<file path="src/design/cpuPkg.sv">
package cpuPkg;

    // Data word and byte address width
    localparam int xlen = 32;

    // Major opcodes of the supported RV32I subset
    typedef enum logic [6:0] {
        opR      = 7'b0110011,  // add, sub, and, or, slt
        opImm    = 7'b0010011,  // addi
        opLoad   = 7'b0000011,  // lw
        opStore  = 7'b0100011,  // sw
        opBranch = 7'b1100011   // beq
    } opcodeE;

    // ALU operations, aluAdd is the idle value
    typedef enum logic [2:0] {
        aluAdd = 3'd0,
        aluSub = 3'd1,
        aluAnd = 3'd2,
        aluOr  = 3'd3,
        aluSlt = 3'd4
    } aluOpE;

    // Decoded controls for one instruction
    typedef struct packed {
        logic             regWrite;
        logic             aluSrc;    // Second operand is imm
        logic             memRead;
        logic             memWrite;
        logic             memToReg;
        logic             branch;
        aluOpE            aluOp;
        logic [xlen-1:0]  imm;       // Sign extended, B form already in bytes
    } ctrlT;

    // One data memory write, also seen on the store port
    typedef struct packed {
        logic             valid;
        logic [xlen-1:0]  addr;      // Byte address
        logic [xlen-1:0]  data;
    } storeT;

    // Program load port into instruction memory
    typedef struct packed {
        logic             we;
        logic [xlen-1:0]  addr;      // Word index
        logic [xlen-1:0]  data;
    } loadT;

    // Instruction field positions
    localparam int opLsb     = 0;
    localparam int rdLsb     = 7;
    localparam int funct3Lsb = 12;
    localparam int rs1Lsb    = 15;
    localparam int rs2Lsb    = 20;

endpackage
</file>
<file path="src/design/instMem.sv">
`timescale 1ns/1ns

module instMem #(
    parameter int imemDepth = 64
) (
    input  logic                     CLK,
    input  cpuPkg::loadT             prog,
    input  logic [cpuPkg::xlen-1:0]  pc,
    output logic [cpuPkg::xlen-1:0]  inst
);

    import cpuPkg::*;

    localparam int addrW = $clog2(imemDepth);

    logic [xlen-1:0]  mem [imemDepth];
    logic [addrW-1:0] loadIdx;
    logic [addrW-1:0] fetchIdx;

    assign loadIdx  = prog.addr[addrW-1:0];  // Word index, wraps at depth
    assign fetchIdx = pc[addrW+1:2];         // Byte address to word

    // Program load
    always_ff @(posedge CLK) begin
        if (prog.we) begin
            mem[loadIdx] <= prog.data;
        end
    end

    assign inst = mem[fetchIdx];

endmodule

</file>
<file path="config.mk">
export PLATFORM = sky130hd
export DESIGN_NAME = instMem
export DESIGN_NICKNAME = d
export VERILOG_FILES = /design/src/design/cpuPkg.sv /design/src/design/instMem.sv
export SDC_FILE = /design/constraint.sdc
export NUM_CORES = 2
export LEC_CHECK = 0
export BUFFER_PORTS_ARGS = -buffer_cell sky130_fd_sc_hd__buf_4
export CORE_UTILIZATION = 35
export DETAILED_ROUTE_END_ITERATION = 10
export PLACE_DENSITY_LB_ADDON = 0.1
export SYNTH_ARGS = -nofsm -noshare
export SYNTH_HDL_FRONTEND = slang
export SYNTH_SLANG_ARGS = --single-unit
</file>
<file path="constraint.sdc">
create_clock -name CLK -period 10.8 [get_ports CLK]
set_clock_uncertainty 0.1 [all_clocks]
set_input_delay 2.7 -clock CLK [delete_from_list [all_inputs] [get_ports CLK]]
set_output_delay 2.7 -clock CLK [all_outputs]
set_load 0.01 [all_outputs]
</file>
After elaboration in Yosys (flattened, before gate mapping)
Memory sizes are Yosys's and may differ from the RTL's.
Cells that the tools add are included.
{"block": "totals", "word_cells": 3, "mem_bits_rw": 2048, "reg_bits": 0, "n_memories": 1, "latchBits": 0, "output_inout_bits": 32, "romBits": 0}
{"block": "op_classes", "n_eq_ne": 0, "n_lt_le_gt_ge": 0, "multipliers": 0, "bitwise_logic": 0, "n_div": 0, "n_mux": 2, "n_reduce_logical": 0, "shifts": 0, "n_addsub": 0}
{"memory": "mem", "words": 64, "word_bits": 32, "read_ports": 1, "rd_ports_with_merged_regs": 0, "wr": 1, "line": "instMem.sv:16", "rtl": "logic [xlen-1:0] mem [imemDepth];"}
{"op": "1-bit two-way mux", "n": 2}

Longest topological paths before layout
{"block": "logic_depth", "word_depth": 2, "depth_mapped": 10, "mapped_depth_nobuf": 5}

Worst setup path before layout
No wires, ideal clock.
{"block": "synth_path", "kind": "in2out", "start": "input port pc[3] (netlist name)", "end": "output port inst[13] (netlist name)", "t_arrival_ns": 4.470, "slack_ns": 3.530, "cell_stages": 7, "cell_sequence": "buf_2 clkbuf_1 clkbuf_1 mux4_2 mux4_2 o22ai_1 nor2_1"}
{"block": "synth_via", "elab_chain_cells": 1}
{"item": "start, declared", "line": "instMem.sv:8", "rtl": "input logic [cpuPkg::xlen-1:0] pc,"}
{"item": "memory read 64 x 32 bit"}
{"item": "end, declared", "line": "instMem.sv:9", "rtl": "output logic [cpuPkg::xlen-1:0] inst"}
No other way between the ends.

Worst setup path after layout
{"block": "layout_path", "start": "input port pc[3] (netlist name)", "end": "output port inst[12] (netlist name)"}
Same word-level chain as after synthesis.

==> flow_summary.toml <==
[die]
core-area_um2 = 220400
die_h_um = 473.7
dieArea_um2 = 224400
core.rowCount = 172
start_util_pct = 35.34
die_w_um = 473.7
io_pins = 130

[sta]
max_clock_freq_mhz = 112.6
fin_crit_ns = 8.881
fin_setup_tns_ns = 0
min_period_over_period_pct = 82.24
rsz0062_at_grt = "false"
maxSlewHeadroom_pct = 19.70
final_max_slew_viol_count = 0
tightestPinTransition_ns = 1.205
hold_viol = 0
setup_viol = 0

[global_route]
antenna_found_initial = 9
grt_first_pass_wirelength_um = 304600
grt_pass1_vias = 38014
gr-total-overflow = 0
grt_usage_pct = 19.74
grt_max_degree = 84

[clock_tree]
cts_buffers = 210
clk_pin_slew_ns = 0.06
cts_tree = "yes"
root_buffer = "clkbuf_16"
clock_tree.buffer_depth = 3
post_cts_buffers = 0
cts-htree-levels = 4
cts_resized = 0
clock_sinks = 2048
holdBufCountCts = 0

[routing]
dr.pass1.iters = 5
detail_route.wl_per_cell_um = 33.03
first_iter_violations = 3679
drt_wl_total_um = 219800
remaining_drc_errors = 0
vias = 36171
antenna_left = 0
viasPerCell = 5.435

[outcome]
status = "finished clean"

[critical_path]
cp.buffers_inverters = 3
setup.worst_path.end_class = "output port"
path_cells = "buf_8, buf_4, mux4_2, mux4_2, o22ai_1, nor2_1, buf_4"
cp_top_family = "buffers and inverters"
cp.required_ns = 8.00
cp.arrival_ns = 6.08
slowest_delay_ns = 0.69
path_max_fanout = 50
criticalPathCategory = "in2out"
start_kind = "primary input"
critPathSlowestCell = "o22ai_1"

[final_layout]
largest_reg_flops = 2048
fill_cells = 19158
area_delta_synth_final_pct = 15.09
nNetsFinal = 3622
layout_commonest_cell = "edfxtp_1"
design_area_um2 = 89620
top_register = "mem"
final_util_pct = 40.67
multi_input_area_um2 = 15970
layout_common_cells = "edfxtp_1, mux4_2, clkbuf_16"
register_area_um2 = 61500
top_regs = "mem (2048)"
drive_gt1_share_pct = 29.81

[placed_design]
dpl.hpwl_um = 122600
placement.io_buffers = 77
gp_congestion = 0.7516
placed_area_um2 = 82880

[synthesis]
syn_area_um2 = 77870
ys_warn_count = 0
syn-num-nets = 3390
yosys_register_bits = 2048
ys_seq_area_share_pct = 78.97
postSynthAreaPerCell_um2 = 23.66
synthDistinctLibCells = 33
synth_cells = 3292

[power_and_ir_drop]
p_leak_uw = 0.02745
max-vdd-ir-drop_mv = 0.1704
power_uw = 16820
power_density_nw_per_um2 = 187.7

[flow_run]
cap_violations = 0

[hold_path]
hold_class = "in2reg"
cell families (layout without fill, tap and decap cells):
group	Yosys count	in the layout	share of synthesized area [%]
mux	637	637	16.93
compound gates	202	202	1.687
simple gates	223	223	1.276
flops	2048	2048	78.97
other cells	0	3	0
buf+inv	182	584	1.138
per-stage QoR:
step	cells	hold WS (ns)	setup WS, ns
2_1_floorplan	3292	2.699	3.530
3_3_place_gp	6270	3.150	1.835
3_5_place_dp	6270	3.187	1.866
4_1_cts	6652	2.231	1.863
5_1_grt	6653	2.285	1.741
6_report	6655	2.277	1.919
worst paths after layout:
check,start,endpoint,slack (ns),cells after the start
min,prog[28],mem[40][28]$_DFFE_PP_,2.28,1
max,pc[3],inst[12],1.92,7
per-layer routing:
metal,track usage [%],vias up,part of all wire (%)
li1,-,14664,-
met1,26.93,20125,43
met2,33.29,1118,50
met3,2.709,262,5.1
met4,4.959,2,2.1
met5,0,-,0.0059
power by group:
part           internal, uW  switching, uW  total, uW
clock                  4150           3000       7150
sequential             8800           11.5       8810
combinational           310            551        861
layout make-up:
type,count,area share (%)
tap,2958,4.129
sequential,2048,68.62
clock buffer,268,6.154
timing repair buffer,202,1.903
multi-input combinational,1062,17.82
clock inverter,114,1.365
antenna,3,0.008376
synthesized netlist by cell type, drive strengths merged:
cell	instances	area [um^2]
mux2i	93	930.9
clkbuf	74	277.8
edfxtp	2048	61500
nor2b	15	93.84
a22oi	12	90.09
or3b	5	43.80
and2	2	12.51
o22ai	84	525.5
buf	108	608.1
nor2	137	514.2
nand3b	5	37.54
nor3	7	35.03
or3	3	18.77
o221ai	27	236.5
o32ai	4	35.03
nand4b	1	8.760
mux4	544	12250
nand2	26	97.59
a21oi	62	310.3
or2	3	18.78
nand3	5	25.02
a31oi	1	6.260
and3	4	25.02
a311oi	8	70.07
nand2b	8	50.05
a41o	4	40.04
nand4	2	12.51
(Power assumes the default switching activity.)
