**config.mk**
```make
export PLATFORM = sky130hd
export DESIGN_NAME = pcUnit
export DESIGN_NICKNAME = d
export VERILOG_FILES = /design/src/design/cpuPkg.sv /design/src/design/pcUnit.sv
export SDC_FILE = /design/constraint.sdc
export NUM_CORES = 1
export LEC_CHECK = 0
export ABC_CLOCK_PERIOD_IN_PS = 2940
export BUFFER_PORTS_ARGS = -buffer_cell sky130_fd_sc_hd__buf_2
export CAP_MARGIN = 20
export CELL_PAD_IN_SITES_DETAIL_PLACEMENT = 0
export CELL_PAD_IN_SITES_GLOBAL_PLACEMENT = 2
export CORE_ASPECT_RATIO = 0.75
export CORE_MARGIN = 2
export CORE_UTILIZATION = 30
export DETAILED_ROUTE_END_ITERATION = 8
export PLACE_DENSITY = 0.85
export SLEW_MARGIN = 5
export SYNTH_ARGS = -nofsm -noshare
export SYNTH_HDL_FRONTEND = slang
export SYNTH_SLANG_ARGS = --single-unit
```
**constraint.sdc**
```tcl
create_clock -name CLK -period 2.94 [get_ports CLK]
set_clock_uncertainty 0.2 [all_clocks]
set_input_delay 0.294 -clock CLK [delete_from_list [all_inputs] [get_ports CLK]]
set_output_delay 0.294 -clock CLK [all_outputs]
set_load 0.01 [all_outputs]
```
**src/design/cpuPkg.sv**
```systemverilog
package cpuPkg;

    // Data word and byte address width
    localparam int xlen = 32;

    // Major opcodes of the supported RV32I subset
    typedef enum logic [6:0] {
        opR      = 7'b0110011,  // add, sub, and, or, slt
        opImm    = 7'b0010011,  // addi
        opLoad   = 7'b0000011,  // lw
        opStore  = 7'b0100011,  // sw
        opBranch = 7'b1100011   // beq
    } opcodeE;

    // ALU operations, aluAdd is the idle value
    typedef enum logic [2:0] {
        aluAdd = 3'd0,
        aluSub = 3'd1,
        aluAnd = 3'd2,
        aluOr  = 3'd3,
        aluSlt = 3'd4
    } aluOpE;

    // Decoded controls for one instruction
    typedef struct packed {
        logic             regWrite;
        logic             aluSrc;    // Second operand is imm
        logic             memRead;
        logic             memWrite;
        logic             memToReg;
        logic             branch;
        aluOpE            aluOp;
        logic [xlen-1:0]  imm;       // Sign extended, B form already in bytes
    } ctrlT;

    // One data memory write, also seen on the store port
    typedef struct packed {
        logic             valid;
        logic [xlen-1:0]  addr;      // Byte address
        logic [xlen-1:0]  data;
    } storeT;

    // Program load port into instruction memory
    typedef struct packed {
        logic             we;
        logic [xlen-1:0]  addr;      // Word index
        logic [xlen-1:0]  data;
    } loadT;

    // Instruction field positions
    localparam int opLsb     = 0;
    localparam int rdLsb     = 7;
    localparam int funct3Lsb = 12;
    localparam int rs1Lsb    = 15;
    localparam int rs2Lsb    = 20;

endpackage
```
**src/design/pcUnit.sv**
```systemverilog
`timescale 1ns/1ns

module pcUnit (
    input  logic                     CLK,
    input  logic                     arstN,
    input  logic                     run,
    input  logic                     taken,
    input  logic [cpuPkg::xlen-1:0]  imm,
    output logic [cpuPkg::xlen-1:0]  pc
);

    import cpuPkg::*;

    logic [xlen-1:0] pcPlus4;
    logic [xlen-1:0] pcTarget;
    logic [xlen-1:0] pcNext;

    assign pcPlus4  = pc + xlen'(4);
    assign pcTarget = pc + imm;  // beq offset is relative to this instruction

    // Branch target wins over the sequential address
    assign pcNext = taken ? pcTarget : pcPlus4;

    always_ff @(posedge CLK or negedge arstN) begin
        if (!arstN) begin
            pc <= '0;
        end else if (run) begin
            pc <= pcNext;
        end
    end

endmodule

```
## Word level (Yosys, flattened, before mapping)

Index checks and enable logic that the tools add are counted.
Widths: inputs -> output; s select.

- Output and inout port bits: 32
- Logic and storage cells: 4
- Input bits: 36
- Register bits: 32

- $add $sub $neg: 2
- Multiplexer cells: 1

Operator list:

| operator | number |
|---|---|
| $add 32x3->32 const B | 1 |
| $add 32x32->32 | 1 |
| $mux 32 | 1 |

## Longest topological paths before layout

- Depth in word-level cells: 2
- Mapped depth: 11
- Gate-level depth less buffers: 11

## Worst setup path before layout

Ideal clock, no wire load.

- Path type: register to register
- Start: register pc[0] (netlist bit)
- End: register pc[28] (netlist bit)
- Slack: 0.182 ns
- Period minus slack after synthesis: 2.758 ns
- Arrival: 2.421 ns
- Data required time: 2.603 ns
- Stages on the path, launching flop included: 12
- Library setup time: 0.137 ns
- Path buffers: 0
- Cells stage by stage: dfrtp_1 -> ha_1 -> inv_1 -> fa_1 -> nor2b_1 -> o31ai_1 -> a2111o_1 -> a211oi_2 -> nor2_1 -> o31ai_2 -> xnor2_1 -> a21oi_1

- Cells in the longest elaborated chain, start to end: 2
- Elaborated cells on any way between the ends: 3
- Those cells by class: add/sub (2); mux (1)

RTL lines:

| item | line | text |
|---|---|---|
| start, declared | pcUnit.sv:9 | `output logic [cpuPkg::xlen-1:0] pc` |
| start signal, assigned | pcUnit.sv:28 | `pc <= pcNext;` |
| $add 32x3->32 / $add 32x32->32 (equally long branches) | pcUnit.sv:18, pcUnit.sv:19 |  |
| $mux 32 (*) | pcUnit.sv:22 | `assign pcNext = taken ? pcTarget : pcPlus4;` |

Mark *: on every way between the ends. The rest lies on a longest branch, timed or not.
A chain may end at the register's enable or synchronous reset.

## Final worst setup path

Same ends and word-level chain as after synthesis.

==> impl_metrics.ini <==
[route]
final_antenna_net_count = 0
drt-wirelength-per-cell_um = 17.1
via_count = 4109
route.detailed.drc = 0
wirelength_mm = 12.6
via_per_inst = 5.57
firstDrtPassIters = 4
dr.first_iter.drc_count = 252

[placed_design]
port_buffers = 67
gp_congestion = 0.848
dp_slack_ns = 0.0104
dpl.cell_count = 727
hpwl_mm = 9.64

[global_routing]
grt_first_pass_wirelength_mm = 20.5
grt_max_degree = 40
grt_pass1_vias = 3955
antenna_found_initial = 0
gr-total-overflow = 0
grt_use_total_pct = 19.2

[run_status]
outcome = complete, no violations

[yosys]
netlist_instances = 478
synth_area_leaders = dfrtp_1 (21%), ha_1 (11%), a21oi_1 (7.8%)
synth_edf_count = 0
ys_ff_latch = 32
yosysWarnings = 0
synth_nets = 547
syn-cell-area_um2 = 3740
yosysTopAreaCell = dfrtp_1
yosys.area.top_type_share_pct = 21.4
ys_seq_area_share_pct = 21.4
ys.flop_type = dfrtp_1
synth.distinct_cells = 74
async_reset_ff_share_pct = 100
syn_avg_cell_area_um2 = 7.82

[sta]
slew_headroom_pct = 43.2
finalSetupViolCount = 0
slew_violations = 0
timing.final.crit_share_pct = 99.6
hold_viol_final = 0
worst_slack_ns = 0.0110
finalCriticalPeriod_ns = 2.93
tightest_slew_ns = 0.852
fmax_ghz = 0.341
grt_setup_unrepaired = true
hold_slack_ns = 0.148

[cts]
clock_path_buffers = 2
cts_sinks = 32
cts_made_buffers = 5
ctsRootBufferMaster = clkbuf_16
cts_tree = done
cts.clk_slew.worst_paths_ns = 0.06
clk_latency_ns = 0.29
htreeDepth = 2

[setup_path]
critPathRequiredTime_ns = 2.91
cp.arrival_ns = 2.89
start_kind = flop
path_class = reg -> reg
worst-path-max-fanout = 4
endpoint_kind = flop

[layout]
top_regs = pc x32
largest_reg_flops = 32
drive_gt1_share_pct = 27.4
fin_cells = 738
final_common_cell = buf_2
final_cell_mix = buf_2 (67), a21oi_1 (58), buf_4 (47), o21ai_0 (42), nor2_1 (37)
nets = 640
num_antenna_cells = 0
area_delta_synth_final_pct = 26.2
regMostFlops = pc

[floorplanning]
ios = 68
rows = 35
dieHeight_um = 101
core_um2 = 12200
die_area_um2 = 13400
start_util_pct = 30.6
dieWidth_um = 133

[hold_path]
hold_class = in -> reg

[pwr]
vdd_drop_max_v = 0.000423
power_mw = 4.93
p_per_area_nw_per_um2 = 1040
cellLeakagePower_nw = 2.07

[flow_run]
maxCapViolations = 0
[synthesized netlist by cell type, types with 3 or more instances]
cell      count
nor2_1       38
xnor2_1      14
or3_1         4
nand2b_1      4
o21a_1        3
ha_1         32
and3_1        6
nand4_1      13
a22o_1        4
nand3_1      18
nor3_1       10
a21o_1       14
o21ai_0      42
and2_1        4
a31oi_1       4
o31ai_1       3
inv_1        10
nor4b_1       3
clkbuf_1     21
nand2_1      36
o21bai_1      3
xor2_1       11
a31o_2        7
buf_2         5
o21ai_1       5
dfrtp_1      32
a211oi_1      9
a21oi_1      58
a221oi_1      5
[metal layers]
metal | wire, um | global-route usage, % | vias to the layer above
li1 | - | - | 2009
met1 | 6660 | 28.9 | 1960
met2 | 5050 | 27.5 | 124
met3 | 760 | 3.82 | 16
met4 | 170 | 5.38 | 0
met5 | 0 | 0 | -
[repair_timing]
item | CTS | global route
hold buffers | 1 | 0
pin swaps | 2 | 10
setup buffers | 0 | 2
setup endpoints to repair | 1 | 15
hold endpoints to repair | 32 | 0
gates resized for setup | 3 | 13
cloned | 0 | 0
[power breakdown]
part           switching, mW  internal, mW
Combinational           1.92          1.56
Clock                  0.210         0.338
Sequential             0.247         0.650
[final timing paths]
kind                                    start                 end  slack [ns]  cells after the start
min in group asynchronous               arstN  pc[21]$_DFFE_PN0P_        0.45                      2
max reg2reg                 pc[0]$_DFFE_PN0P_  pc[28]$_DFFE_PN0P_        0.01                     11
min reg2reg                pc[31]$_DFFE_PN0P_  pc[31]$_DFFE_PN0P_        0.26                      1
min                                    imm[0]   pc[0]$_DFFE_PN0P_        0.15                      4
max in group asynchronous               arstN   pc[8]$_DFFE_PN0P_        1.55                      2
max                         pc[0]$_DFFE_PN0P_  pc[28]$_DFFE_PN0P_        0.01                     11
[area by class of cell]
| type | count | area [um^2] |
|---|---|---|
| Fill cell | 1300 | 7500 |
| Clock buffer | 8 | 146 |
| Multi-Input combinational cell | 407 | 2830 |
| Inverter | 10 | 37.5 |
| Timing Repair Buffer | 115 | 698 |
| Sequential cell | 32 | 801 |
| Tap cell | 166 | 208 |
[metrics by stage]
stage	TNS (ns)	util [%]	area, um^2
2_1_floorplan	0	-	3740
3_3_place_gp	0	36.7	4480
3_5_place_dp	0	36.7	4480
4_1_cts	0	38.0	4640
5_1_grt	-0.176	38.6	4720
6_report	0	38.6	4720
[cell families after synthesis]
group	Yosys count	share of synthesized area, %
AND/OR/NAND/NOR	153	21.3
adder cells (fa/ha/maj)	33	11.2
buffers and inverters	39	4.82
AO/OA/AOI/OAI	191	33.8
flip-flops	32	21.4
XOR/XNOR	25	5.85
multiplexers	5	1.54
[worst max-delay path, stage by stage (launching register included)]
cell and delay (ns):
dfrtp_1 0.38, ha_2 0.21, inv_2 0.04, fa_2 0.38, nor2b_4 0.15, o31ai_4 0.09
a2111o_1 0.44, a211oi_2 0.31, nor2_2 0.08, o31ai_2 0.27, xnor2_1 0.15, a21oi_1 0.08
(Power assumes the default switching activity.)
