**src/design/cpuPkg.sv**
```systemverilog
package cpuPkg;

    // Data word and byte address width
    localparam int xlen = 32;

    // Major opcodes of the supported RV32I subset
    typedef enum logic [6:0] {
        opR      = 7'b0110011,  // add, sub, and, or, slt
        opImm    = 7'b0010011,  // addi
        opLoad   = 7'b0000011,  // lw
        opStore  = 7'b0100011,  // sw
        opBranch = 7'b1100011   // beq
    } opcodeE;

    // ALU operations, aluAdd is the idle value
    typedef enum logic [2:0] {
        aluAdd = 3'd0,
        aluSub = 3'd1,
        aluAnd = 3'd2,
        aluOr  = 3'd3,
        aluSlt = 3'd4
    } aluOpE;

    // Decoded controls for one instruction
    typedef struct packed {
        logic             regWrite;
        logic             aluSrc;    // Second operand is imm
        logic             memRead;
        logic             memWrite;
        logic             memToReg;
        logic             branch;
        aluOpE            aluOp;
        logic [xlen-1:0]  imm;       // Sign extended, B form already in bytes
    } ctrlT;

    // One data memory write, also seen on the store port
    typedef struct packed {
        logic             valid;
        logic [xlen-1:0]  addr;      // Byte address
        logic [xlen-1:0]  data;
    } storeT;

    // Program load port into instruction memory
    typedef struct packed {
        logic             we;
        logic [xlen-1:0]  addr;      // Word index
        logic [xlen-1:0]  data;
    } loadT;

    // Instruction field positions
    localparam int opLsb     = 0;
    localparam int rdLsb     = 7;
    localparam int funct3Lsb = 12;
    localparam int rs1Lsb    = 15;
    localparam int rs2Lsb    = 20;

endpackage
```
**src/design/dataMem.sv**
```systemverilog
`timescale 1ns/1ns

module dataMem #(
    parameter int dmemDepth = 64
) (
    input  logic                     CLK,
    input  cpuPkg::storeT            store,
    input  logic [cpuPkg::xlen-1:0]  addr,
    output logic [cpuPkg::xlen-1:0]  rdata
);

    import cpuPkg::*;

    localparam int addrW = $clog2(dmemDepth);

    logic [xlen-1:0]  mem [dmemDepth];
    logic [addrW-1:0] wrIdx;
    logic [addrW-1:0] rdIdx;

    // Byte addresses to word index, wrapping at depth
    assign wrIdx = store.addr[addrW+1:2];
    assign rdIdx = addr[addrW+1:2];

    always_ff @(posedge CLK) begin
        if (store.valid) begin
            mem[wrIdx] <= store.data;
        end
    end

    assign rdata = mem[rdIdx];

endmodule

```
**config.mk**
```make
export PLATFORM = sky130hd
export DESIGN_NAME = dataMem
export DESIGN_NICKNAME = d
export VERILOG_FILES = /design/src/design/cpuPkg.sv /design/src/design/dataMem.sv
export SDC_FILE = /design/constraint.sdc
export NUM_CORES = 2
export LEC_CHECK = 0
export ABC_AREA = 1
export BUFFER_PORTS_ARGS = -buffer_cell sky130_fd_sc_hd__clkbuf_2
export CAP_MARGIN = 5
export CORE_MARGIN = 4
export CORE_UTILIZATION = 57
export CTS_BUF_LIST = sky130_fd_sc_hd__clkbuf_8
export CTS_CLUSTER_SIZE = 30
export DETAILED_ROUTE_END_ITERATION = 16
export PLACE_DENSITY = 0.82
export SLEW_MARGIN = 25
export SYNTH_ARGS = -nofsm -noshare
export SYNTH_HDL_FRONTEND = slang
export SYNTH_SLANG_ARGS = --single-unit
```
**constraint.sdc**
```tcl
create_clock -name CLK -period 5 [get_ports CLK]
set_input_delay 0.5 -clock CLK [delete_from_list [all_inputs] [get_ports CLK]]
set_output_delay 0.5 -clock CLK [all_outputs]
set_load 0.005 [all_outputs]
```
# Word level (Yosys, flattened, before mapping)
# Memories as Yosys holds them, arrays and structs flattened.
# Cells that the tools add are included.
# Widths: inputs -> output; s select.
dict set report word_totals {
  output_inout_bits 32
  reg_bits 0
  word_cells 3
  latchBits 0
  memories 1
  mem_bits_rw 2048
  inputBits 98
  mem_bits_ro 0
}
dict set report classes {
  magnitude_cmp 0
  eq_ne 0
  reduce_logical 0
  shifts 0
  div_mod_pow 0
  multipliers 0
  bitwise_logic 0
  n_mux 2
  add_sub_neg 0
}
# memory words word_bits rd rd_ports_with_merged_regs write_ports line
set memory_table {}
lappend memory_table {mem 64 32 1 0 1 dataMem.sv:16} ;# logic [xlen-1:0] mem [dmemDepth];
# cell n
set ops {}
lappend ops {{$mux 1} 2}

# Logic depth before layout (Yosys ltp)
dict set report logic_depth {
  depth_word 2
  ltp_mapped 13
  depth_no_buf 9
}

# Worst setup path before layout
# OpenSTA, ideal clock, no wires.
dict set report synth_path {
  kind {input to register}
  from {input port store[64] in the netlist's numbering}
  to {memory mem[48][0] (enable)}
  n_path_buf 1
  stages 3
  t_arrival_ns 4.128
  path_slack_ns 0.370
  t_required_ns 4.498
  setup_time_ns 0.502
  path_cell_list {clkbuf_1 > nand4_1 > nor4_1}
}
dict set report synth_via {
  elab_chain_cells 2
}
# element line
set synth_lines {}
lappend synth_lines {{start, declared} dataMem.sv:7} ;# input cpuPkg::storeT store,
lappend synth_lines {{$mux 1} dataMem.sv:25} ;# if (store.valid) begin
lappend synth_lines {{$mux 1 (implied by the code)} dataMem.sv:26} ;# mem[wrIdx] <= store.data;
lappend synth_lines {{end, declared} dataMem.sv:16}
# No other way between the ends.

# Worst setup path in the final report
dict set report layout_path {
  from {input port addr[2] in the netlist's numbering}
  to {output port rdata[0] in the netlist's numbering}
}
dict set report layout_via {
  elab_chain_cells 1
}
# element line
set layout_lines {}
lappend layout_lines {{start, declared} dataMem.sv:8} ;# input logic [cpuPkg::xlen-1:0] addr,
lappend layout_lines {{$mem_v2 64x32} --}
lappend layout_lines {{end, declared} dataMem.sv:9} ;# output logic [cpuPkg::xlen-1:0] rdata
# No other way between the ends.

==> run_results.csv <==
group,metric,value,unit
floorplanning,die_w,388,um
outcome,status,"completed",
finish,synthToLayoutAreaGrowth,10.0,%
worst_setup_path,worstPathRequired,4.50,ns
run,maxCapViolations,0,
worst_hold_path,hold_path_class,"in2reg",
timing,drv_slew,0,
grt,grt_pass1_wl,316000,um
cts,path_clk_slew,0.06,ns
cts,cts_max_level,5,
synthesis,syn_inst,6737,
synthesis,syn_avg_cell_area,12.2,sq um
worst_setup_path,path_buf_inv,4,
grt,grt_pass1_vias,53900,
synthesis,yosys.area_share.adder,0,
route,firstDrtPassIters,7,
power_and_ir_drop,combPwrFrac,0.063,
worst_setup_path,path_cells,"buf_8 -> inv_16 -> buf_4 -> nand2_1 -> nand3_1 -> nand3_1 -> nand3_1 -> nand3_1 -> nand2_1 -> nand2_1 -> nand2_1 -> clkbuf_2",
worst_setup_path,crit_type,"in2out",
timing,rsz0062_at_grt,"false",
placement,numPortBuffers,77,
finish,drive_gt1_frac,0.0945,
synthesis,synth_compound_area_frac,0,
cts,cts_resized,0,
floorplanning,fp.dieH,388,um
placement,post-dp-hpwl,111000,um
timing,fin_tns_setup,0,ns
worst_setup_path,critPathMaxStageDelay,0.58,ns
floorplanning,start_util,0.577,
worst_setup_path,cp-start-kind,"input port",
power_and_ir_drop,clkPwrFrac,0.370,
power_and_ir_drop,netSwitchingPower,7.78,mW
timing,fin_crit_sh,0.802,
placement,post-place-cells,8411,
route,num_vias,55400,
route,viasPerCell,6.18,
timing,fin_crit,4.01,ns
cts,cts_root_buf,"clkbuf_8",
grt,globalRouteTotalUtil,0.274,
floorplanning,dieArea,150000,sq um
placement,gp_congestion,0.838,
power_and_ir_drop,p_int,25.8,mW
power_and_ir_drop,ir_drop,0.000288,V
worst_setup_path,cp_top_family,"buffers and inverters",
cts,cts_buffers,324,
route,wl_per_cell,23.5,um
grt,antenna_found_initial,10,
timing,fin_ws,0.992,ns
cts,hold_buffers,0,
floorplanning,ioPinCount,130,
cts,cts.sinks,2048,
synthesis,synth-xor-area-share,0,
synthesis,synth_warnings,0,
route,drc_errors,0,
finish,final_cell_area,90300,sq um
route,wirelength,210000,um
timing,max_freq,0.250,GHz
cts,cts_setup_buffers,0,
route,ant_nets,0,
synthesis,synth.mux.area_fraction,0,
cts,cts_tree,"built",
worst_setup_path,cp-end-kind,"primary output",
power_and_ir_drop,leakagePower,32.1,nW
floorplanning,rows,138,
timing,setup_viol,0,
synthesis,synth.distinct_cells,15,
finish,nets,6945,
finish,post-route-util,0.635,
route,dr.first_iter.drc_count,8041,
power_and_ir_drop,p_seq_frac,0.567,
cts,cts_buffer_depth,4,
finish,largest_reg_flops,2048,
timing,worst_slew_pin_slew,1.12,ns
worst_setup_path,crit_fanout,168,
placement,dp_slack,1.26,ns
finish,top_register,"mem",
placement,placed_area,84800,sq um
worst_setup_path,crit_slowest_cell,"inv_16",
synthesis,synth_top_family_by_area,"simple AND/OR/NAND/NOR gates",
finish,fillers,9619,
grt,grt_max_degree,210,
power_and_ir_drop,power.density,372,nW/um^2
floorplanning,core-area,142000,sq um
synthesis,synth_seq_cells,2048,
timing,hold_viol_final,0,
synthesis,syn_area,82100,sq um
synthesis,yosys.area_share.simple,0.223,
timing,max_slew_margin,0.255,
synthesis,synth_seq_area_share,0.749,
grt,grt-ovfl-total,0,
finish,fin_cells,8965,
worst_setup_path,worstPathArrival,3.51,ns
power_and_ir_drop,swShare,0.232,
finish,reg_top3,"mem x2048",
synthesis,synth_nets,6835,
## metal layers
layer,part of all wire,global-route usage,up-vias
met1,0.35,0.365,26300
met4,0.046,0.127,10
met3,0.14,0.0667,701
met2,0.47,0.431,4182
met5,0.00034,0,-
li1,-,-,24300
## power groups by stage
stage               sequential [mW]  combinational (mW)  clock (mW)
floorplan                      19.4                1.19           0
global placement               19.4                1.98           0
detailed placement             19.4                2.06           0
CTS                            19.0                2.07        12.5
global route                   19.0                2.28        13.3
finish                         19.0                2.12        12.4
## cells in the mapped netlist (all sizes together)
| cell | instances | area (sq um) |
|---|---|---|
| nor2 | 56 | 210 |
| nand2 | 2248 | 8440 |
| nor4 | 8 | 50.1 |
| inv | 12 | 47.6 |
| buf | 372 | 1960 |
| nand3 | 1907 | 9540 |
| nand4 | 9 | 56.3 |
| clkbuf | 77 | 289 |
| edfxtp | 2048 | 61500 |
## path summary, 6_finish.rpt
check	start	endpoint	slack (ns)	depth (start not counted)
worst max-delay path	addr[2]	rdata[0]	0.99	12
worst min-delay path	store[20]	mem[5][20]	0.05	1
## area by class of cell
cell class	count	area [sq um]	area share
Antenna cell	6	15.0	0.000166
Clock buffer	329	4530	0.0501
Clock inverter	219	995	0.0110
Inverter	12	81.3	0.000900
Multi-Input combinational cell	4228	18800	0.208
Sequential cell	2048	61500	0.681
Tap cell	1890	2360	0.0262
Timing Repair Buffer	233	2090	0.0231
## placed cells by master, fill, tap and decap left out
master / instances
buf_12: 36
buf_2: 1
buf_4: 130
buf_6: 1
buf_8: 3
bufinv_16: 4
clkbuf_2: 54
clkbuf_4: 8
clkbuf_8: 329
clkinv_1: 79
clkinv_2: 25
clkinvlp_4: 5
diode_2: 6
edfxtp_1: 2048
inv_1: 110
inv_16: 1
inv_2: 1
inv_6: 3
inv_8: 3
nand2_1: 2248
nand3_1: 1907
nand4_1: 9
nor2_4: 56
nor4_2: 8
## per-stage QoR
stage,power [mW],hold slack (ns)
6_report,33.6,0.0452
2_1_floorplan,20.6,0.599
3_3_place_gp,21.4,1.14
3_5_place_dp,21.5,1.10
5_1_grt,34.7,0.0303
4_1_cts,33.6,0.0261
## cell families after synthesis
group         count (synthesis)
simple gates               4228
flops                      2048
buf+inv                     461
No activity file was read; power rests on OpenSTA's default activity.
