### src/design/cpuPkg.sv
package cpuPkg;

    // Data word and byte address width
    localparam int xlen = 32;

    // Major opcodes of the supported RV32I subset
    typedef enum logic [6:0] {
        opR      = 7'b0110011,  // add, sub, and, or, slt
        opImm    = 7'b0010011,  // addi
        opLoad   = 7'b0000011,  // lw
        opStore  = 7'b0100011,  // sw
        opBranch = 7'b1100011   // beq
    } opcodeE;

    // ALU operations, aluAdd is the idle value
    typedef enum logic [2:0] {
        aluAdd = 3'd0,
        aluSub = 3'd1,
        aluAnd = 3'd2,
        aluOr  = 3'd3,
        aluSlt = 3'd4
    } aluOpE;

    // Decoded controls for one instruction
    typedef struct packed {
        logic             regWrite;
        logic             aluSrc;    // Second operand is imm
        logic             memRead;
        logic             memWrite;
        logic             memToReg;
        logic             branch;
        aluOpE            aluOp;
        logic [xlen-1:0]  imm;       // Sign extended, B form already in bytes
    } ctrlT;

    // One data memory write, also seen on the store port
    typedef struct packed {
        logic             valid;
        logic [xlen-1:0]  addr;      // Byte address
        logic [xlen-1:0]  data;
    } storeT;

    // Program load port into instruction memory
    typedef struct packed {
        logic             we;
        logic [xlen-1:0]  addr;      // Word index
        logic [xlen-1:0]  data;
    } loadT;

    // Instruction field positions
    localparam int opLsb     = 0;
    localparam int rdLsb     = 7;
    localparam int funct3Lsb = 12;
    localparam int rs1Lsb    = 15;
    localparam int rs2Lsb    = 20;

endpackage
### src/design/decodeControl.sv
`timescale 1ns/1ns

module decodeControl (
    input  logic [cpuPkg::xlen-1:0]  inst,
    output cpuPkg::ctrlT             ctrl
);

    import cpuPkg::*;

    opcodeE          opcode;
    logic [2:0]      funct3;
    logic            funct7b5;   // Bit 30, selects sub
    logic [xlen-1:0] immI;
    logic [xlen-1:0] immS;
    logic [xlen-1:0] immB;

    assign opcode   = opcodeE'(inst[opLsb +: 7]);
    assign funct3   = inst[funct3Lsb +: 3];
    assign funct7b5 = inst[30];

    // Immediate forms
    assign immI = {{20{inst[31]}}, inst[31:20]};
    assign immS = {{20{inst[31]}}, inst[31:25], inst[11:7]};
    assign immB = {{19{inst[31]}}, inst[31], inst[7], inst[30:25], inst[11:8], 1'b0};

    always_comb begin
        ctrl       = '0;      // Unknown opcodes retire as no-ops
        ctrl.aluOp = aluAdd;
        case (opcode)
            opR: begin
                ctrl.regWrite = 1'b1;
                case (funct3)
                    3'b000:  ctrl.aluOp = funct7b5 ? aluSub : aluAdd;
                    3'b010:  ctrl.aluOp = aluSlt;
                    3'b110:  ctrl.aluOp = aluOr;
                    3'b111:  ctrl.aluOp = aluAnd;
                    default: ctrl.regWrite = 1'b0;  // Shifts, xor, sltu
                endcase
            end
            opImm: begin
                ctrl.aluSrc = 1'b1;
                ctrl.imm    = immI;
                ctrl.regWrite = 1'b1;
                case (funct3)
                    3'b000:  ctrl.aluOp = aluAdd;
                    3'b010:  ctrl.aluOp = aluSlt;
                    3'b110:  ctrl.aluOp = aluOr;
                    3'b111:  ctrl.aluOp = aluAnd;
                    default: ctrl.regWrite = 1'b0;
                endcase
            end
            opLoad: begin
                if (funct3 == 3'b010) begin  // lw only
                    ctrl.regWrite = 1'b1;
                    ctrl.aluSrc   = 1'b1;
                    ctrl.memRead  = 1'b1;
                    ctrl.memToReg = 1'b1;
                    ctrl.imm      = immI;
                end
            end
            opStore: begin
                if (funct3 == 3'b010) begin  // sw only
                    ctrl.aluSrc   = 1'b1;
                    ctrl.memWrite = 1'b1;
                    ctrl.imm      = immS;
                end
            end
            opBranch: begin
                // beq compares by subtracting and checking zero
                if (funct3 == 3'b000) begin
                    ctrl.branch = 1'b1;
                    ctrl.aluOp  = aluSub;
                    ctrl.imm    = immB;
                end
            end
            default: begin
                ctrl = '0;
            end
        endcase
    end

endmodule

### config.mk
export PLATFORM = sky130hd
export DESIGN_NAME = decodeControl
export DESIGN_NICKNAME = d
export VERILOG_FILES = /design/src/design/cpuPkg.sv /design/src/design/decodeControl.sv
export SDC_FILE = /design/constraint.sdc
export NUM_CORES = 1
export LEC_CHECK = 0
export ABC_AREA = 0
export ABC_CLOCK_PERIOD_IN_PS = 4400
export BUFFER_PORTS_ARGS = -buffer_cell sky130_fd_sc_hd__clkbuf_2
export CAP_MARGIN = 20
export CORE_ASPECT_RATIO = 1.1
export CORE_MARGIN = 2
export CORE_UTILIZATION = 35
export DETAILED_ROUTE_END_ITERATION = 8
export PLACE_DENSITY_LB_ADDON = 0.08
export SETUP_SLACK_MARGIN = 0.1
export SLEW_MARGIN = 20
export SYNTH_ARGS = -nofsm -noshare
export SYNTH_HDL_FRONTEND = slang
export SYNTH_SLANG_ARGS = --single-unit
### constraint.sdc
create_clock -name vclk -period 4.4
set_input_delay 0.44 -clock vclk [all_inputs]
set_output_delay 0.44 -clock vclk [all_outputs]
set_load 0.02 [all_outputs]
# == After elaboration in Yosys (flattened, before gate mapping) ==
# Cells that the tools add are included.
# totals
out_inout_bits,41
ff_bits,0
elab_cells,28
# op_classes
mux,17
n_reduce_logical,3
eq_ne,8
# op_table
cell,count
$pmux 32 s4,1
$mux 32,2
$mux 36,1
$pmux 3 s3,2
$eq 7x6->1 const B,2
$pmux 3 s4,1
$eq 7x2->1 const B,1
$eq 7x5->1 const B,1
$eq 7x7->1 const B,1
$mux 1,7
$eq 3x3->1 const B,2
$reduce_or 4->1,1
$eq 3x2->1 const B,1
$logic_not 3->1,1
$mux 3,1
$pmux 1 s3,1
$pmux 1 s2,1
$reduce_or 2->1,1

# == Logic depth before layout (Yosys ltp) ==
# Gate-level depths: netlist of run 1.
# logic_depth
depth_word,4
ltp_mapped,5
mapped_depth_nobuf,3

# == Worst setup path after synthesis of run 1 ==
# No wires, ideal clock.
# synth_timing
kind,input to output
startpoint,in inst[2] in the netlist's numbering
endpoint,out ctrl[11] in the netlist's numbering
n_path_buf,0
setup_slack_ns,1.885
arrival_ns,2.075
t_required_ns,3.960
path_stages,3
path_cell_list,nand4bb_1 > nor4_1 > a22o_1
# synth_rtl
element,line,rtl
from (decl),decodeControl.sv:4,"input logic [cpuPkg::xlen-1:0] inst,"
to (decl),decodeControl.sv:5,output cpuPkg::ctrlT ctrl

==> flow_summary.toml, run 1 <==
[outcome]
status = "finished, final reports clean"

[global_routing]
overflow = 0
grt_max_degree = 21
grt_pass1_vias = 522
antenna_found_initial = 0
track_usage = 0.137
grt_pass1_wl_microns = 2210

[synthesis]
synth_top_area_cell = "buf_4"
synth_cell_types = 29
synth.top_cells.by_count = "20 x buf_4, 7 x a21oi_1, 7 x nand2_1"
netlist_instances = 77
synth_area_sq_um = 541
yosysMostFrequentCell = "buf_4"
synth.net_count = 109
avgSynthCellArea_sq_um = 7.02
synth_area_leaders = "buf_4 28%, a22o_1 8.1%, a21oi_1 6.5%"
yosysWarnings = 0
synth_seq_area_share = 0
yosys.area.top_type_share = 0.278

[critical_path]
crit_arrival_ns = 2.27
cp_max_fo = 20
crit_type = "in2out"
startpoint_type = "primary input"
worst_setup_path_end_kind = "output port"
critPathCapture = "ctrl[27]"
cp_data_required_time_ns = 3.96
startpoint = "inst[3]"

[timing]
max_clock_freq_mhz = 369
maxSlewViolCount = 0
hold_ws_ns = 1.17
rsz0062_at_grt = "false"
fin_tns_setup_ns = 0
finalWorstSetupSlack_ns = 1.69
relSlewSlack = 0.343
worstMarginPinSlew_ns = 0.972
period_minus_slack_ns = 2.71
setup_viol_count_final = 0
hold_violations = 0
period_share = 0.616

[layout]
seq_cell_count = 0
diodes = 0
clock_buffers = 0
final_area_sq_um = 736
areaGrowthSynthToFinish_pct = 36.1
finalNonFillerCells = 137
seq_area_sq_um = 0
fin_util = 0.525
layout-drive-gt1-share = 0.595
nNetsFinal = 155

[floorplanning]
start_util = 0.386
die_height_microns = 45.2
core-area_sq_um = 1400
row_count = 14
dieWidth_microns = 41.5
pin_count = 73
die-area_sq_um = 1880

[flow_run]
drv_cap = 0

[power]
p_sw_frac = 0.547
cellPowerDensity_nw_per_um2 = 47.5
leakagePower_nw = 0.397
p_clk_frac = 0
power_frac_comb = 1.000
ir_drop_v = 0.0000252
power_uw = 35.0
switchingPower_uw = 19.1
p_int_uw = 15.8
seqPwrFrac = 0

[route]
drt-initial-drc-count = 8
routedWlPerCell_microns = 10.8
first_pass_iters = 4
drt_wl_total_microns = 1480
ant_nets = 0
remaining_drc_errors = 0
route.vias.total = 680
avgViaCountPerCell = 4.96

[clock_tree]
cts_resized = 0
cts_hold_buf = 0
postCtsSetupBuffers = 0

[placement]
preCtsSetupSlack_ns = 1.68
place_congestion = 0.699
io_buffers = 68
place_area_sq_um = 736
dpl.cell_count = 137
dp_hpwl_microns = 1250

[hold_path]
min_path_type = "in2out"
min_path_cells = 4
-- worst min path at each step --
stage,start,to,slack [ns]
3_5_place_dp,inst[29],ctrl[9],1.18
5_1_grt,inst[28],ctrl[8],1.20
2_1_floorplan,inst[4],ctrl[36],0.98
3_3_place_gp,inst[29],ctrl[9],1.17
4_1_cts,inst[29],ctrl[9],1.18
6_report,inst[27],ctrl[7],1.17
-- area by class of cell --
| cell class | count | area [sq um] |
|---|---|---|
| Inverter | 1 | 3.75 |
| Timing Repair Buffer | 68 | 340 |
| Tap cell | 16 | 20.0 |
| Fill cell | 164 | 666 |
| Multi-Input combinational cell | 52 | 372 |
-- kinds of logic (layout without fill, tap and decap cells) --
logic type / count (synthesis) / count (layout) / synth area share
AOI/OAI and AO/OA: 23 / 23 / 0.356
buffers and inverters: 25 / 69 / 0.312
and+or+nand+nor: 29 / 29 / 0.331
-- layout by cell type, fill, tap and decap left out --
cell       Yosys  final
or3b_4         1      1
or2b_1         2      2
a21o_1         2      2
or4bb_1        1      1
or3_1          3      3
clkbuf_2       0     68
nor2_1         3      3
nand4bb_1      1      1
a22o_1         5      5
nor4_1         1      1
nor3_1         1      1
or4b_1         1      1
a2111oi_4      1      1
nand3_1        2      2
a211oi_1       2      2
o21ai_0        1      1
o2111a_1       1      1
nand3b_1       1      1
a2111oi_2      1      1
nand2_1        7      7
inv_1          1      1
a21oi_1        7      7
o21bai_1       1      1
a211o_1        1      1
nor4bb_1       1      1
o2bb2ai_1      1      1
or2_2          1      1
nand2b_1       3      3
-- metal layers --
layer,vias up,wire length (microns),global-route usage
met5,-,0,0
met4,0,0,0
met3,0,94,0.00400
met2,27,743,0.269
met1,300,641,0.179
li1,353,-,-
-- power by group through the flow --
stage	logic, mW	registers (mW)	clock network, mW
4_1_cts	0.0352	0	0
6_report	0.0350	0	0
3_5_place_dp	0.0350	0	0
2_1_floorplan	0.0189	0	0
3_3_place_gp	0.0347	0	0
5_1_grt	0.0390	0	0
-- critical path, cell delays in order --
cell	delay, ns
clkbuf_2	0.09
nor4bb_1	0.83
o2111a_1	0.64
clkbuf_2	0.27
(Power assumes the default switching activity.)
==> run 2, diff against run 1 <==
- ABC_CLOCK_PERIOD_IN_PS: 4400 -> 2800
- CORE_UTILIZATION: 35 -> 33
- clock period: 4.4 -> 2.8 ns (I/O delays scaled with it)
==> flow_summary.toml, run 2 (same netlist as run 1, synthesis figures left out) <==
[outcome]
status = "finished, final reports clean"

[flow_run]
drv_cap = 0

[critical_path]
crit_cells = 5
worst_setup_path_end_kind = "output port"
cpPeakStageDelay_ns = 0.61
path_common_cell = "clkbuf_2"
cp_data_required_time_ns = 2.52
path_delay_family = "simple AND/OR/NAND/NOR gates"
critical_path.slowest_cell = "nor4_1"
crit_buf_inv = 2
worstPathCellList = "clkbuf_2, nand4bb_1, nor4_1, a22o_1, clkbuf_2"
crit_arrival_ns = 1.75
startpoint_type = "primary input"
cp_max_fo = 7
crit_type = "in2out"

[layout]
fillers = 174
layout_commonest_cell = "clkbuf_2"
layout-drive-gt1-share = 0.598
seq_area_sq_um = 0
final_area_sq_um = 744
seq_cell_count = 0
fin_util = 0.478
areaGrowthSynthToFinish_pct = 37.7
final_cell_mix = "68 x clkbuf_2, 7 x nand2_1, 7 x a21oi_1"
nNetsFinal = 156
diodes = 0
clock_buffers = 0

[route]
drt-initial-drc-count = 9
first_pass_iters = 3
wl_met1_microns = 649
route.vias.total = 685
met2WireLength_microns = 750
remaining_drc_errors = 0
met3_length_microns = 115
avgViaCountPerCell = 4.93
dr.max_layer_used = "met3"
routedWlPerCell_microns = 10.9
ant_nets = 0
drt_wl_total_microns = 1520

[hold_path]
holdCritStartpoint = "inst[26]"
min_path_cells = 4
min_to = "ctrl[6]"
min_path_type = "in2out"

[placement]
place_congestion = 0.768
place_area_sq_um = 744
dp_hpwl_microns = 1270
io_buffers = 68

[floorplanning]
die_height_microns = 46.4
core-area_sq_um = 1560
die-area_sq_um = 1980
start_util = 0.347
dieWidth_microns = 42.6
row_count = 15
pin_count = 73

[timing]
hold_ws_ns = 0.857
relSlewSlack = 0.642
hold_violations = 0
fin_tns_setup_ns = 0
worstMarginPinSlew_ns = 0.532
setup_viol_count_final = 0
rsz0062_at_grt = "false"
max_clock_freq_mhz = 492
maxSlewViolCount = 0
period_minus_slack_ns = 2.03
period_share = 0.726

[global_routing]
track_usage = 0.131
grt_max_degree = 21
antenna_found_initial = 0
overflow = 0
grt_pass1_vias = 499
grt_pass1_wl_microns = 2120

[clock_tree]
postCtsSetupBuffers = 0
cts_resized = 0
cts_hold_buf = 0

[power]
cellPowerDensity_nw_per_um2 = 75.5
leakagePower_nw = 0.402
power_uw = 56.2
ir_drop_v = 0.0000281
## run 2: cell count changes in the layout (fill, tap and decap cells not counted), sizes merged
| cell | previous run | this run |
|---|---|---|
| buf | 0 | 1 |
## run 2: cell type report
| cell class | instances | area (sq um) | area share |
|---|---|---|---|
| Timing Repair Buffer | 69 | 348 | 0.467 |
| Tap cell | 17 | 21.3 | 0.0286 |
| Inverter | 1 | 3.75 | 0.00504 |
| Multi-Input combinational cell | 52 | 372 | 0.499 |
## run 2: how the worst max path moves through the flow
| stage | start | to | slack, ns |
|---|---|---|---|
| CTS | inst[2] | ctrl[1] | 0.75 |
| global placement | inst[2] | ctrl[11] | 0.75 |
| global route | inst[2] | ctrl[11] | 0.62 |
| floorplan | inst[2] | ctrl[11] | 0.61 |
| detailed placement | inst[2] | ctrl[1] | 0.76 |
| finish | inst[2] | ctrl[11] | 0.77 |
## run 2: metal layers
metal,vias to the layer above,global-route usage
met5,-,0
met4,0,0
met3,0,0.00392
met2,31,0.231
met1,297,0.191
li1,357,-
## run 2: report_power, final
group / total, mW / internal [mW] / switching [mW]
registers: 0 / 0 / 0
logic: 0.0562 / 0.0254 / 0.0309
clock network: 0 / 0 / 0
## run 2: tightest hold or removal path, delay by kind of cell
family	cells	cell delay [ns]
simple gates	1	0.04
compound gates	1	0.03
buf+inv	2	0.22
## run 2: per-stage QoR
step           instances  worst slack (ns)
6_report             139             0.766
5_1_grt              139             0.616
4_1_cts              139             0.752
3_5_place_dp         139             0.756
3_3_place_gp         139             0.753
2_1_floorplan         77             0.605
